===== src/cam_defines.svh =====
`ifndef CAM_DEFINES_SVH
`define CAM_DEFINES_SVH

`define CAM_DATA_WIDTH 8
`define RGB_WIDTH 16
`define GRAY_WIDTH 8
`define WORD_WIDTH 32
`define PIXELS_PER_WORD 4
`define FIFO_DEPTH 8

// top bit of the counter releases the camera
`define RESET_COUNT_BITS 5
`define SYNC_STAGES 2

`endif


===== src/camPkg.sv =====
package camPkg;

  // one camera pixel with red in the top bits
  typedef struct packed {
    logic [4:0] red;
    logic [5:0] green;
    logic [4:0] blue;
  } rgb565_t;

  // the frame-start flag marks the first pixel after a vertical sync
  typedef struct packed {
    logic    frameStart;
    rgb565_t pixel;
  } pixelEntry_t;

endpackage


===== src/camGrayTop.sv =====
`timescale 1ns/1ps
`include "cam_defines.svh"

module camGrayTop (
  input  logic                       s_systemClock,
  input  logic                       s_pllLocked,
  input  logic                       camPclk,
  input  logic                       camHsync,
  input  logic                       camVsync,
  input  logic [`CAM_DATA_WIDTH-1:0] camData,
  input  logic                       captureEnable,
  output logic                       camnReset,
  output logic [`WORD_WIDTH-1:0]     grayWord,
  output logic                       grayWordValid,
  output logic                       overflow
);

  import camPkg::*;

  pixelEntry_t s_pushEntry;
  pixelEntry_t s_popEntry;
  logic        s_push;
  logic        s_pop;
  logic        s_notEmpty;

  cameraCapture capture (
    .s_systemClock(s_systemClock),
    .s_pllLocked(s_pllLocked),
    .camPclk(camPclk),
    .camHsync(camHsync),
    .camVsync(camVsync),
    .camData(camData),
    .camnReset(camnReset),
    .push(s_push),
    .pushEntry(s_pushEntry)
  );

  pixelFifo #(
    .payload_t(pixelEntry_t)
  ) buffer (
    .s_systemClock(s_systemClock),
    .s_pllLocked(s_pllLocked),
    .push(s_push),
    .pushEntry(s_pushEntry),
    .pop(s_pop),
    .popEntry(s_popEntry),
    .notEmpty(s_notEmpty),
    .overflow(overflow)
  );

  grayscalePacker packer (
    .s_systemClock(s_systemClock),
    .s_pllLocked(s_pllLocked),
    .notEmpty(s_notEmpty),
    .popEntry(s_popEntry),
    .captureEnable(captureEnable),
    .pop(s_pop),
    .grayWord(grayWord),
    .grayWordValid(grayWordValid)
  );

endmodule


===== src/cameraCapture.sv =====
`timescale 1ns/1ps
`include "cam_defines.svh"

module cameraCapture (
  input  logic                       s_systemClock,
  input  logic                       s_pllLocked,
  input  logic                       camPclk,
  input  logic                       camHsync,
  input  logic                       camVsync,
  input  logic [`CAM_DATA_WIDTH-1:0] camData,
  output logic                       camnReset,
  output logic                       push,
  output camPkg::pixelEntry_t        pushEntry
);

  import camPkg::*;

  logic [`RESET_COUNT_BITS-1:0] s_resetCountReg;
  logic [`SYNC_STAGES-1:0]      s_pclkSync;
  logic [`SYNC_STAGES-1:0]      s_hsyncSync;
  logic [`SYNC_STAGES-1:0]      s_vsyncSync;
  logic [`CAM_DATA_WIDTH-1:0]   s_dataSync [`SYNC_STAGES];
  logic                         s_pclkLastReg;
  logic                         s_vsyncLastReg;
  logic                         s_pclkRise;
  logic                         s_vsyncRise;
  logic                         s_sampleByte;
  logic                         s_lowPhaseReg;
  logic                         s_frameStartPendingReg;
  logic [`CAM_DATA_WIDTH-1:0]   s_highByteReg;
  logic [`RGB_WIDTH-1:0]        s_pixelBits;

  // *********************************************************
  // camera reset follows the PLL lock
  assign camnReset = s_resetCountReg[`RESET_COUNT_BITS-1];

  always_ff @(posedge s_systemClock or negedge s_pllLocked) begin
    if (!s_pllLocked) begin
      s_resetCountReg <= '0;
    end else if (!camnReset) begin
      s_resetCountReg <= s_resetCountReg + `RESET_COUNT_BITS'(1);
    end
  end

  // *********************************************************
  // pclk is only sampled here and never clocks anything
  always_ff @(posedge s_systemClock or negedge s_pllLocked) begin
    if (!s_pllLocked) begin
      s_pclkSync     <= '0;
      s_hsyncSync    <= '0;
      s_vsyncSync    <= '0;
      s_pclkLastReg  <= 1'b0;
      s_vsyncLastReg <= 1'b0;
    end else begin
      s_pclkSync     <= {s_pclkSync[`SYNC_STAGES-2:0], camPclk};
      s_hsyncSync    <= {s_hsyncSync[`SYNC_STAGES-2:0], camHsync};
      s_vsyncSync    <= {s_vsyncSync[`SYNC_STAGES-2:0], camVsync};
      s_pclkLastReg  <= s_pclkSync[`SYNC_STAGES-1];
      s_vsyncLastReg <= s_vsyncSync[`SYNC_STAGES-1];
    end
  end

  always_ff @(posedge s_systemClock) begin
    s_dataSync[0] <= camData;
    for (int i = 1; i < `SYNC_STAGES; i++) begin
      s_dataSync[i] <= s_dataSync[i-1];
    end
  end

  assign s_pclkRise   = s_pclkSync[`SYNC_STAGES-1] & ~s_pclkLastReg;
  assign s_vsyncRise  = camnReset & s_vsyncSync[`SYNC_STAGES-1] & ~s_vsyncLastReg;
  assign s_sampleByte = camnReset & s_pclkRise & s_hsyncSync[`SYNC_STAGES-1] &
                        ~s_vsyncSync[`SYNC_STAGES-1];
  assign s_pixelBits  = {s_highByteReg, s_dataSync[`SYNC_STAGES-1]};

  // *********************************************************
  // high byte comes first, the low byte completes the pixel
  always_ff @(posedge s_systemClock or negedge s_pllLocked) begin
    if (!s_pllLocked) begin
      s_lowPhaseReg          <= 1'b0;
      s_frameStartPendingReg <= 1'b0;
      push                   <= 1'b0;
    end else begin
      push <= 1'b0;
      if (s_vsyncRise) begin
        s_lowPhaseReg          <= 1'b0;
        s_frameStartPendingReg <= 1'b1;
      end else if (s_sampleByte) begin
        s_lowPhaseReg <= ~s_lowPhaseReg;
        if (s_lowPhaseReg) begin
          push                   <= 1'b1;
          s_frameStartPendingReg <= 1'b0;
        end
      end
    end
  end

  always_ff @(posedge s_systemClock) begin
    if (s_sampleByte && !s_lowPhaseReg) begin
      s_highByteReg <= s_dataSync[`SYNC_STAGES-1];
    end
    if (s_sampleByte && s_lowPhaseReg) begin
      pushEntry.frameStart <= s_frameStartPendingReg;
      pushEntry.pixel      <= rgb565_t'(s_pixelBits);
    end
  end

endmodule


===== src/grayscalePacker.sv =====
`timescale 1ns/1ps
`include "cam_defines.svh"

module grayscalePacker (
  input  logic                   s_systemClock,
  input  logic                   s_pllLocked,
  input  logic                   notEmpty,
  input  camPkg::pixelEntry_t    popEntry,
  input  logic                   captureEnable,
  output logic                   pop,
  output logic [`WORD_WIDTH-1:0] grayWord,
  output logic                   grayWordValid
);

  import camPkg::*;

  localparam int INDEX_BITS = $clog2(`PIXELS_PER_WORD);
  localparam logic [INDEX_BITS-1:0] LAST_INDEX = INDEX_BITS'(`PIXELS_PER_WORD - 1);

  rgb565_t                s_pixel;
  logic [7:0]             s_red8;
  logic [7:0]             s_green8;
  logic [7:0]             s_blue8;
  logic [15:0]            s_weightedSum;
  logic [`GRAY_WIDTH-1:0] s_gray;
  logic [INDEX_BITS-1:0]  s_byteIndex;
  logic [INDEX_BITS-1:0]  s_byteIndexReg;

  assign pop     = notEmpty & captureEnable;
  assign s_pixel = popEntry.pixel;

  // *********************************************************
  // widen each field to 8 bits by repeating its top bits
  assign s_red8   = {s_pixel.red, s_pixel.red[4:2]};
  assign s_green8 = {s_pixel.green, s_pixel.green[5:4]};
  assign s_blue8  = {s_pixel.blue, s_pixel.blue[4:2]};

  // weights sum to 256 so the top byte is the gray value
  assign s_weightedSum = 16'd77 * {8'd0, s_red8} +
                         16'd150 * {8'd0, s_green8} +
                         16'd29 * {8'd0, s_blue8};
  assign s_gray        = s_weightedSum[15:8];

  // a frame start throws away the partial word
  assign s_byteIndex = popEntry.frameStart ? '0 : s_byteIndexReg;

  // *********************************************************
  always_ff @(posedge s_systemClock or negedge s_pllLocked) begin
    if (!s_pllLocked) begin
      s_byteIndexReg <= '0;
      grayWordValid  <= 1'b0;
    end else begin
      grayWordValid <= 1'b0;
      if (pop) begin
        if (s_byteIndex == LAST_INDEX) begin
          grayWordValid  <= 1'b1;
          s_byteIndexReg <= '0;
        end else begin
          s_byteIndexReg <= s_byteIndex + INDEX_BITS'(1);
        end
      end
    end
  end

  // byte 0 sits in the low bits of the word
  always_ff @(posedge s_systemClock) begin
    if (pop) begin
      grayWord[s_byteIndex * `GRAY_WIDTH +: `GRAY_WIDTH] <= s_gray;
    end
  end

endmodule


===== src/pixelFifo.sv =====
`timescale 1ns/1ps
`include "cam_defines.svh"

module pixelFifo #(
  parameter type payload_t = camPkg::pixelEntry_t
) (
  input  logic     s_systemClock,
  input  logic     s_pllLocked,
  input  logic     push,
  input  payload_t pushEntry,
  input  logic     pop,
  output payload_t popEntry,
  output logic     notEmpty,
  output logic     overflow
);

  localparam int PTR_BITS   = $clog2(`FIFO_DEPTH);
  localparam int COUNT_BITS = $clog2(`FIFO_DEPTH + 1);
  localparam logic [PTR_BITS-1:0]   LAST_PTR   = PTR_BITS'(`FIFO_DEPTH - 1);
  localparam logic [COUNT_BITS-1:0] FULL_COUNT = COUNT_BITS'(`FIFO_DEPTH);

  payload_t              s_memory [`FIFO_DEPTH];
  logic [PTR_BITS-1:0]   s_writePtrReg;
  logic [PTR_BITS-1:0]   s_readPtrReg;
  logic [COUNT_BITS-1:0] s_countReg;
  logic                  s_full;
  logic                  s_write;

  assign s_full   = (s_countReg == FULL_COUNT);
  assign s_write  = push & ~s_full;
  assign notEmpty = (s_countReg != '0);
  assign popEntry = s_memory[s_readPtrReg];

  always_ff @(posedge s_systemClock) begin
    if (s_write) begin
      s_memory[s_writePtrReg] <= pushEntry;
    end
  end

  always_ff @(posedge s_systemClock or negedge s_pllLocked) begin
    if (!s_pllLocked) begin
      s_writePtrReg <= '0;
      s_readPtrReg  <= '0;
      s_countReg    <= '0;
      overflow      <= 1'b0;
    end else begin
      if (s_write) begin
        s_writePtrReg <= (s_writePtrReg == LAST_PTR) ? '0 : s_writePtrReg + PTR_BITS'(1);
      end
      if (pop) begin
        s_readPtrReg <= (s_readPtrReg == LAST_PTR) ? '0 : s_readPtrReg + PTR_BITS'(1);
      end
      case ({s_write, pop})
        2'b10:   s_countReg <= s_countReg + COUNT_BITS'(1);
        2'b01:   s_countReg <= s_countReg - COUNT_BITS'(1);
        default: s_countReg <= s_countReg;
      endcase
      // a new frame starts clean even when its first pixel finds no room
      if (push && pushEntry.frameStart) begin
        overflow <= 1'b0;
      end else if (push && s_full) begin
        overflow <= 1'b1;
      end
    end
  end

endmodule


===== config.mk =====
export PLATFORM = sky130hd
export DESIGN_NAME = camGrayTop
export DESIGN_NICKNAME = d
export VERILOG_FILES = /design/src/camPkg.sv /design/src/camGrayTop.sv /design/src/cameraCapture.sv /design/src/grayscalePacker.sv /design/src/pixelFifo.sv
export VERILOG_INCLUDE_DIRS = /design/src
export SDC_FILE = /design/constraint.sdc
export NUM_CORES = 1
export LEC_CHECK = 0
export BUFFER_PORTS_ARGS = -buffer_cell sky130_fd_sc_hd__buf_2
export CORE_ASPECT_RATIO = 1.25
export CORE_MARGIN = 8
export CORE_UTILIZATION = 65
export CTS_CLUSTER_SIZE = 12
export DETAILED_ROUTE_END_ITERATION = 7
export PLACE_DENSITY = 0.83
export REMOVE_ABC_BUFFERS = 1
export SLEW_MARGIN = 40
export SYNTH_ARGS = -nofsm -noshare
export SYNTH_HDL_FRONTEND = slang
export SYNTH_HIERARCHICAL = 1
export SYNTH_SLANG_ARGS = --single-unit

===== constraint.sdc =====
create_clock -name s_systemClock -period 23.5 [get_ports s_systemClock]
set_clock_uncertainty 0.1 [all_clocks]
set_input_delay 2.35 -clock s_systemClock [delete_from_list [all_inputs] [get_ports s_systemClock]]
set_output_delay 2.35 -clock s_systemClock [all_outputs]
set_load 0.01 [all_outputs]

Yosys cells after proc, flatten, opt, wreduce, memory -nomap -nowiden
Memory sizes are Yosys's and may differ from the RTL's.
Cells that the tools add are included.
Word-level totals
  flip-flop bits (word level): 87
  latch bits: 0
  RAM bits: 152
  ROM bits: 0
  word-level logic and storage cells: 89
  memories kept: 2
Memories
  buffer.s_memory: words 8, bits a word 17, read ports 1, clocked after Yosys merged registers in 0, write ports 1, line pixelFifo.sv:22  | payload_t s_memory [`FIFO_DEPTH];
  capture.s_dataSync: words 2, bits a word 8, read ports 2, clocked after Yosys merged registers in 0, write ports 2, line cameraCapture.sv:22  | logic [`CAM_DATA_WIDTH-1:0] s_dataSync [`SYNC_STAGES];
Operators by class
  $add $sub $neg: 9
  multiply operators: 3
  divide/modulo/power cells: 0
  magnitude comparators: 0
  eq/ne operators: 6
  shift-type cells: 2
  mux-type cells: 21
  bitwise gates (word level): 13
  reductions and logical operators: 11
Operators with widths (number)
  $neg A5 Y34: 1
  $shift A8 B34 Y32 const A: 1
  $shiftx A8 B34 Y32: 1
  $bwmux W32: 1
  $mul A7 B8 Y15 const A: 2
  $add A15 B16 Y16: 1
  $add A16 B13 Y16: 1
  $mux W1: 14
  $mul A5 B8 Y13 const A: 1
  $and A1 B1 Y1: 8
  $pmux W4 S2: 1
  $reduce_bool A2 Y1: 4
  $add A3 B1 Y3 const B: 2
  $eq A3 B3 Y1 const B: 2
  $mux W3: 2
  $add A5 B1 Y5 const B: 1
  $mux W5: 1
  $not A1 Y1: 5
  $add A4 B1 Y4 const B: 1
  $eq A2 B2 Y1 const B: 2
  $eq A4 B4 Y1 const B: 1
  $logic_and A1 B1 Y1: 4
  $mux W2: 2
  $reduce_bool A4 Y1: 1
  5 further kinds: 5

Logic depth before layout (Yosys ltp)
Gate-level depths: netlist of run 1.
  depth after elaboration: 7
  depth in mapped cells: 29
  depth with buffers taken out: 27

Modules after synthesis
The synthesis of run 1 kept the hierarchy.
By module, submodules not included
  pixelFifo: times used 1, cells each 261, area an instance 5893.2 um^2
  grayscalePacker: times used 1, cells each 435, area an instance 4531.8 um^2
  cameraCapture: times used 1, cells each 77, area an instance 1615.3 um^2

Worst setup path after synthesis of run 1
OpenSTA, ideal clock, no wires.
  path type: register to register
  start: reg buffer.s_readPtrReg[0]
  end: reg packer.grayWord[7] (data pin)
  setup time: 146 ps
  data arrival time: 7173 ps
  path slack: 16081 ps
  stages on the path, launching flop included: 26
  cell sequence: dfrtp_1 buf_6 buf_6 mux4_1 mux2_2 ha_1 ha_1 inv_1 fa_1 inv_1 fa_1 ha_1 xnor2_1 fa_1 fa_1 inv_1 fa_1 fa_1 inv_1 ha_1 a21oi_1 o21ai_0 a41o_1 a21oi_1 xnor3_1 nor2_1
RTL lines
  start: declaration: line pixelFifo.sv:24  | logic [PTR_BITS-1:0] s_readPtrReg;
  start signal: assignment: line pixelFifo.sv:51  | s_readPtrReg <= (s_readPtrReg == LAST_PTR) ? '0 : s_readPtrReg + PTR_BITS'(1);
  end signal: indexed assignment: line grayscalePacker.sv:68  | grayWord[s_byteIndex * `GRAY_WIDTH +: `GRAY_WIDTH] <= s_gray;
  end: declaration: line grayscalePacker.sv:11  | output logic [`WORD_WIDTH-1:0] grayWord,

==> results.json, run 1 <==
{
  "hold_violations": 0,
  "wl_um": 23200,
  "grt_pass1_wl_um": 37000,
  "synth_edf_count": 193,
  "routed_via_density": 6.01,
  "cts_root_buffer": "clkbuf_16",
  "gp_congestion": 0.843,
  "final_nets": 1007,
  "hp-class": "flip-flop to flip-flop",
  "diodes": 0,
  "io_pins": 49,
  "grt_start_max_net_pins": 38,
  "die_y_um": 168,
  "max_freq_ghz": 0.122,
  "critPathKind": "flip-flop to flip-flop",
  "avgSynthCellArea_um2": 15.6,
  "crit_top_cell": "fa_1",
  "period_share": 0.349,
  "area_growth_pct": 11.1,
  "drc": 0,
  "rsz0062_at_grt": "false",
  "drive_gt1_frac": 0.151,
  "wl_per_cell_um": 21.3,
  "fin_setup_tns_ns": 0,
  "port_buffers": 48,
  "worstReg2RegEnd": "packer/grayWord[7]",
  "cts_resized": 0,
  "postRouteAntennaNets": 0,
  "core_area_um2": 18200,
  "synth_seq_area_share": 0.570,
  "postSynthCellCount": 773,
  "gr-total-overflow": 0,
  "run_status": "complete, no violations",
  "path_cells": "buf_4 -> mux4_1 -> mux2_2 -> ha_1 -> ha_1 -> inv_1 -> fa_1 -> inv_1 -> fa_1 -> ha_1 -> xnor2_1 -> fa_1 -> fa_1 -> inv_1 -> fa_1 -> fa_1 -> inv_1 -> ha_1 -> a21oi_1 -> o21ai_0 -> a41o_1 -> a21oi_1 -> xnor3_1 -> nor2_1",
  "setup_viol": 0,
  "first_global_vias": 7143,
  "timing.rr.start": "buffer/s_readPtrReg[0]",
  "max_slew.worst_pin.slew_ns": 0.686,
  "finalWorstSetupSlack_ns": 15.30,
  "worstHoldStart": "capture/s_dataSync[0][3]",
  "regToRegSetupSlack_ns": 15.30,
  "antenna_found_initial": 0,
  "firstDrtPassIters": 6,
  "initial_utilization": 0.663,
  "dp_hpwl_um": 15700,
  "cts_sinks": 239,
  "first_iter_violations": 538,
  "relSlewSlack": 0.541,
  "ctsHoldBuffers": 0,
  "postCtsSetupBuffers": 0,
  "synthDistinctLibCells": 57,
  "worstHoldEndpoint": "capture/s_dataSync[0][11]",
  "worstPathMaxFanout": 37,
  "ys_async_sr_fraction": 0.126,
  "drv_slew": 0,
  "num_rows": 55,
  "yosysWarningCount": 6,
  "slowest_delay_ns": 0.63,
  "cpMaxStageDelayCell": "mux4_1",
  "clock_latency_ns": 0.52,
  "track_usage": 0.208,
  "worstPathRequired_ns": 23.75,
  "dp_slack_ns": 15.38,
  "maxCapViolations": 0,
  "stdcell_area_um2": 13400,
  "mappedNetlistArea_um2": 12000,
  "vias": 6540,
  "fin_util": 0.737,
  "crit_path_end_kind": "flip-flop",
  "h-tree-depth": 1,
  "synth-seq-cells": 239,
  "cts_made_buffers": 24,
  "fin_crit_ns": 8.20,
  "cp.arrival_ns": 8.44,
  "cts_buffer_depth": 3,
  "synth_ff_type": "edfxtp_1",
  "hold_path_depth": 0,
  "dieWidth_um": 138,
  "cts.clk_slew.worst_paths_ns": 0.06,
  "worstRegToRegCells": 24,
  "dieArea_um2": 23200,
  "place_area_um2": 12600,
  "cts_tree": "done",
  "start_kind": "flip-flop"
}
Yosys cell counts (2+ instances only):
library cell  number  area, µm²
edfxtp_1         193       5800
ha_1              96       1200
inv_1             94        353
fa_1              54       1080
nor2_1            50        188
mux4_1            33        867
dfrtp_1           30        751
mux2_2            23        259
a21oi_1           21        105
nand2_1           21       78.8
dfxtp_1           16        320
o21ai_0           12       60.1
xnor2_1           11       96.3
xor2_1            11       96.3
nand2b_1          10       62.6
nor3_1             9       45.0
a21o_1             8       60.1
nand3_1            8       40.0
clkbuf_1           6       22.5
or3_1              6       37.5
and3_1             5       31.3
buf_6              4       45.0
o21bai_1           4       30.0
buf_2              3       15.0
nand3b_1           3       22.5
nor4_1             3       18.8
o21a_1             3       22.5
or2_2              3       18.8
a211oi_1           2       15.0
a31o_2             2       17.5
and2_1             2       12.5
nor2b_1            2       12.5
worst max-delay path: cells and delay by family, from the launching register on:
family	cells	cell delay, ns
compound gates	4	0.85
xor+xnor	2	0.60
fa+ha+maj	10	4.29
buf+inv	5	0.69
flops	1	0.32
mux	2	1.01
simple gates	1	0.14
per-layer routing:
layer / share of wire / GRT usage / up-vias
met1: 0.38 / 0.245 / 3314
met2: 0.54 / 0.377 / 200
li1: - / - / 2980
met4: 0.021 / 0.0628 / 0
met3: 0.054 / 0.0345 / 46
met5: 0 / 0 / -
registers in the layout, indices dropped and copies added, names as in the netlist:
signal                          count
buffer/s_readPtrReg                 3
capture/s_highByteReg               8
capture/s_resetCountReg             5
capture/s_lowPhaseReg               1
packer/grayWordValid                1
capture/s_frameStartPendingReg      1
buffer/s_countReg                   4
packer/grayWord                    32
capture/s_dataSync                 16
buffer/s_memory                   136
capture/s_vsyncSync                 2
capture/push                        1
capture/s_hsyncSync                 2
capture/s_pclkLastReg               1
packer/s_byteIndexReg               2
capture/s_pclkSync                  2
capture/pushEntry                  17
buffer/s_writePtrReg                3
buffer/overflow                     1
capture/s_vsyncLastReg              1
stage by stage:
| stage | hold slack, ns | cells |
|---|---|---|
| floorplan | 0.210 | 759 |
| global placement | 0.211 | 1040 |
| detailed placement | 0.214 | 1045 |
| CTS | 0.228 | 1089 |
| global route | 0.233 | 1089 |
| finish | 0.227 | 1089 |
how the worst max path moves through the flow:
stage                                       from            endpoint  slack [ns]  depth (start not counted)
after floorplan           buffer/s_readPtrReg[0]  packer/grayWord[7]       15.42                         23
after global routing      buffer/s_readPtrReg[0]  packer/grayWord[4]       14.87                         27
after global placement    buffer/s_readPtrReg[0]  packer/grayWord[7]       15.60                         24
after detailed placement  buffer/s_readPtrReg[0]  packer/grayWord[7]       15.38                         24
after CTS                 buffer/s_readPtrReg[0]  packer/grayWord[7]       15.31                         24
final                     buffer/s_readPtrReg[0]  packer/grayWord[7]       15.30                         24
placed cells by master (no fill, tap or decap), types with 3 or more instances in the layout:
cell type / count
o21ai_0: 12
nand2b_1: 10
a21oi_1: 21
or2_2: 3
nor3_4: 4
edfxtp_1: 193
inv_1: 94
nand2_1: 21
mux2_2: 23
nor2_4: 3
nor2_1: 46
buf_2: 48
and3_1: 5
a21o_1: 8
dfxtp_1: 16
or3_1: 6
xor2_1: 11
nand3b_1: 3
nor3_1: 5
nand3_1: 8
o21bai_1: 4
xnor2_1: 11
dfrtp_1: 30
fa_1: 54
mux4_1: 33
buf_4: 7
clkbuf_16: 25
o21a_1: 3
clkbuf_1: 16
ha_1: 96
cells by family after synthesis:
kind of cell | Yosys count | synth area share
flip-flops | 239 | 0.570
adder cells (fa/ha/maj) | 150 | 0.190
AND/OR/NAND/NOR | 130 | 0.0531
buffers and inverters | 108 | 0.0368
AO/OA/AOI/OAI | 65 | 0.0362
multiplexers | 58 | 0.0962
XOR/XNOR | 23 | 0.0179
layout make-up:
cell class | count | area (µm²)
Sequential cell | 239 | 6870
Fill cell | 1073 | 4790
Timing Repair Buffer | 58 | 334
Multi-Input combinational cell | 426 | 4810
Clock inverter | 2 | 35.0
Inverter | 94 | 353
Clock buffer | 42 | 699
Tap cell | 228 | 285
Power of run 1 is not shown: default switching activity piles up to over one toggle a cycle in this logic, so the estimate is an artifact.
==> run 2: changes to the inputs <==
Settings changed: CORE_UTILIZATION 65 to 56, PLACE_DENSITY 0.83 to 0.76.
Clock period 23.5 ns to 7.2 ns, I/O delays scaled along.
==> results.json, run 2 (synthesis results as in run 1) <==
{
  "area.sequential_um2": 6870,
  "final_cell_mix": "edfxtp_1 (193), inv_1 (87), ha_1 (73)",
  "place_area_um2": 13000,
  "drc": 0,
  "track_usage": 0.176,
  "drive_gt1_frac": 0.285,
  "cp.arrival_ns": 7.51,
  "worstPathRequired_ns": 7.48,
  "run_status": "complete, but fails checks",
  "crit_path_end_kind": "flip-flop",
  "io_pins": 49,
  "diodes": 0,
  "gp_congestion": 0.834,
  "start_kind": "flip-flop",
  "violations": "negative setup slack",
  "cts_buffer_depth": 3,
  "highest_layer": "met4",
  "grt_pass1_wl_um": 37200,
  "cts_made_buffers": 24,
  "dieWidth_um": 147,
  "wl_met1_um": 8990,
  "wl_met2_um": 12800,
  "cpMaxStageDelayCell": "fa_1",
  "die_y_um": 180,
  "antenna_found_initial": 0,
  "crit_top_cell": "ha_4",
  "firstDrtPassIters": 7,
  "max_freq_ghz": 0.138,
  "gr-total-overflow": 0,
  "core_area_um2": 21300,
  "final_common_cell": "edfxtp_1",
  "whs_ns": 0.153,
  "final_nets": 1058,
  "clock_latency_ns": 0.51,
  "dp_hpwl_um": 15600,
  "hp-class": "input pin to async pin",
  "area_growth_pct": 19.1,
  "ctsHoldBuffers": 0,
  "wl_um": 23500,
  "multi_input_area_um2": 5270,
  "first_global_vias": 7058,
  "regMostFlops": "buffer/s_memory",
  "vias": 6624,
  "port_buffers": 48,
  "stdcell_area_um2": 14300,
  "cts_sinks": 239,
  "fin_crit_ns": 7.23,
  "drv_slew": 0,
  "max_slew.worst_pin.slew_ns": 0.695,
  "wl_met3_um": 996,
  "largest_reg_flops": 136,
  "period_share": 1.00,
  "h-tree-depth": 1,
  "relSlewSlack": 0.537,
  "slowest_delay_ns": 0.59,
  "maxCapViolations": 0,
  "rsz0062_at_grt": "true",
  "postRouteAntennaNets": 0,
  "routed_via_density": 5.56,
  "worstPathMaxFanout": 7,
  "nFillCells": 1441,
  "dieArea_um2": 26500,
  "first_iter_violations": 343,
  "cts_root_buffer": "clkbuf_16",
  "setup_viol": 3,
  "num_rows": 60,
  "initial_utilization": 0.565,
  "hold_violations": 0,
  "critPathKind": "flip-flop to flip-flop",
  "biggestRegsByFlops": "buffer/s_memory (136), packer/grayWord (32), capture/pushEntry (17)",
  "cts_tree": "done",
  "cts.clk_slew.worst_paths_ns": 0.06,
  "finalWorstSetupSlack_ns": -0.0342,
  "grt_start_max_net_pins": 31,
  "fin_util": 0.673,
  "wl_per_cell_um": 19.7
}
==> run 2: changes by cell type in the layout (fill, tap and decap cells not counted), sizes merged <==
cell,delta
buf,+51
clkinv,+1
bufinv,-1
==> run 2: through the flow <==
stage	TNS, ns	std cells	setup slack, ns
2_1_floorplan	-19.18	759	-0.877
3_3_place_gp	-3.14	1137	-0.206
3_5_place_dp	-6.86	1137	-0.368
4_1_cts	0	1188	0.0234
5_1_grt	-2.48	1191	-0.211
6_report	-0.0593	1191	-0.0342
==> run 2: per-layer routing <==
layer  track usage  vias up
met4        0.0581        0
met2         0.323      186
met3        0.0254       59
met1         0.207     3325
li1              -     3054
met5             0        -
==> run 2: critical path: cells and delay by family, from the launching register on <==
kind	cells	cell delay, ns
and+or+nand+nor	4	0.74
muxes	2	0.82
buffers and inverters	7	0.51
adders and majority gates	10	3.85
DFF	1	0.40
AOI/OAI and AO/OA	3	0.66
==> run 2: worst paths after layout <==
kind | endpoint | cells past startpoint | start | slack, ns
max | packer/grayWord[14] | 26 | buffer/s_readPtrReg[0] | -0.03
min | capture/push | 1 | s_pllLocked | 0.15
max reg2reg | packer/grayWord[14] | 26 | buffer/s_readPtrReg[0] | -0.03
min reg2reg | capture/s_dataSync[0][15] | 0 | capture/s_dataSync[0][7] | 0.22
max in group asynchronous | buffer/s_readPtrReg[0] | 1 | s_pllLocked | 6.35
min in group s_systemClock | capture/s_dataSync[0][4] | 1 | camData[4] | 0.21
==> run 2: layout make-up <==
type                    count  share of cell area
repair buffers            109              0.0548
clock inverters             2            0.000960
inverters                  94              0.0246
clock buffers              42              0.0488
flip-flops and latches    239               0.479
well taps                 279              0.0243
multi-input cells         426               0.368
==> run 2: what timing repair did <==
item                                    4_1_cts  5_1_grt
gates cloned                                  1        0
hold endpoints to repair                      0        0
pin swaps                                    24       40
setup buffers                                 6        3
gates resized for setup                      59       53
endpoints found under the setup margin       32       32
Power of run 2 is left out for the same reason.
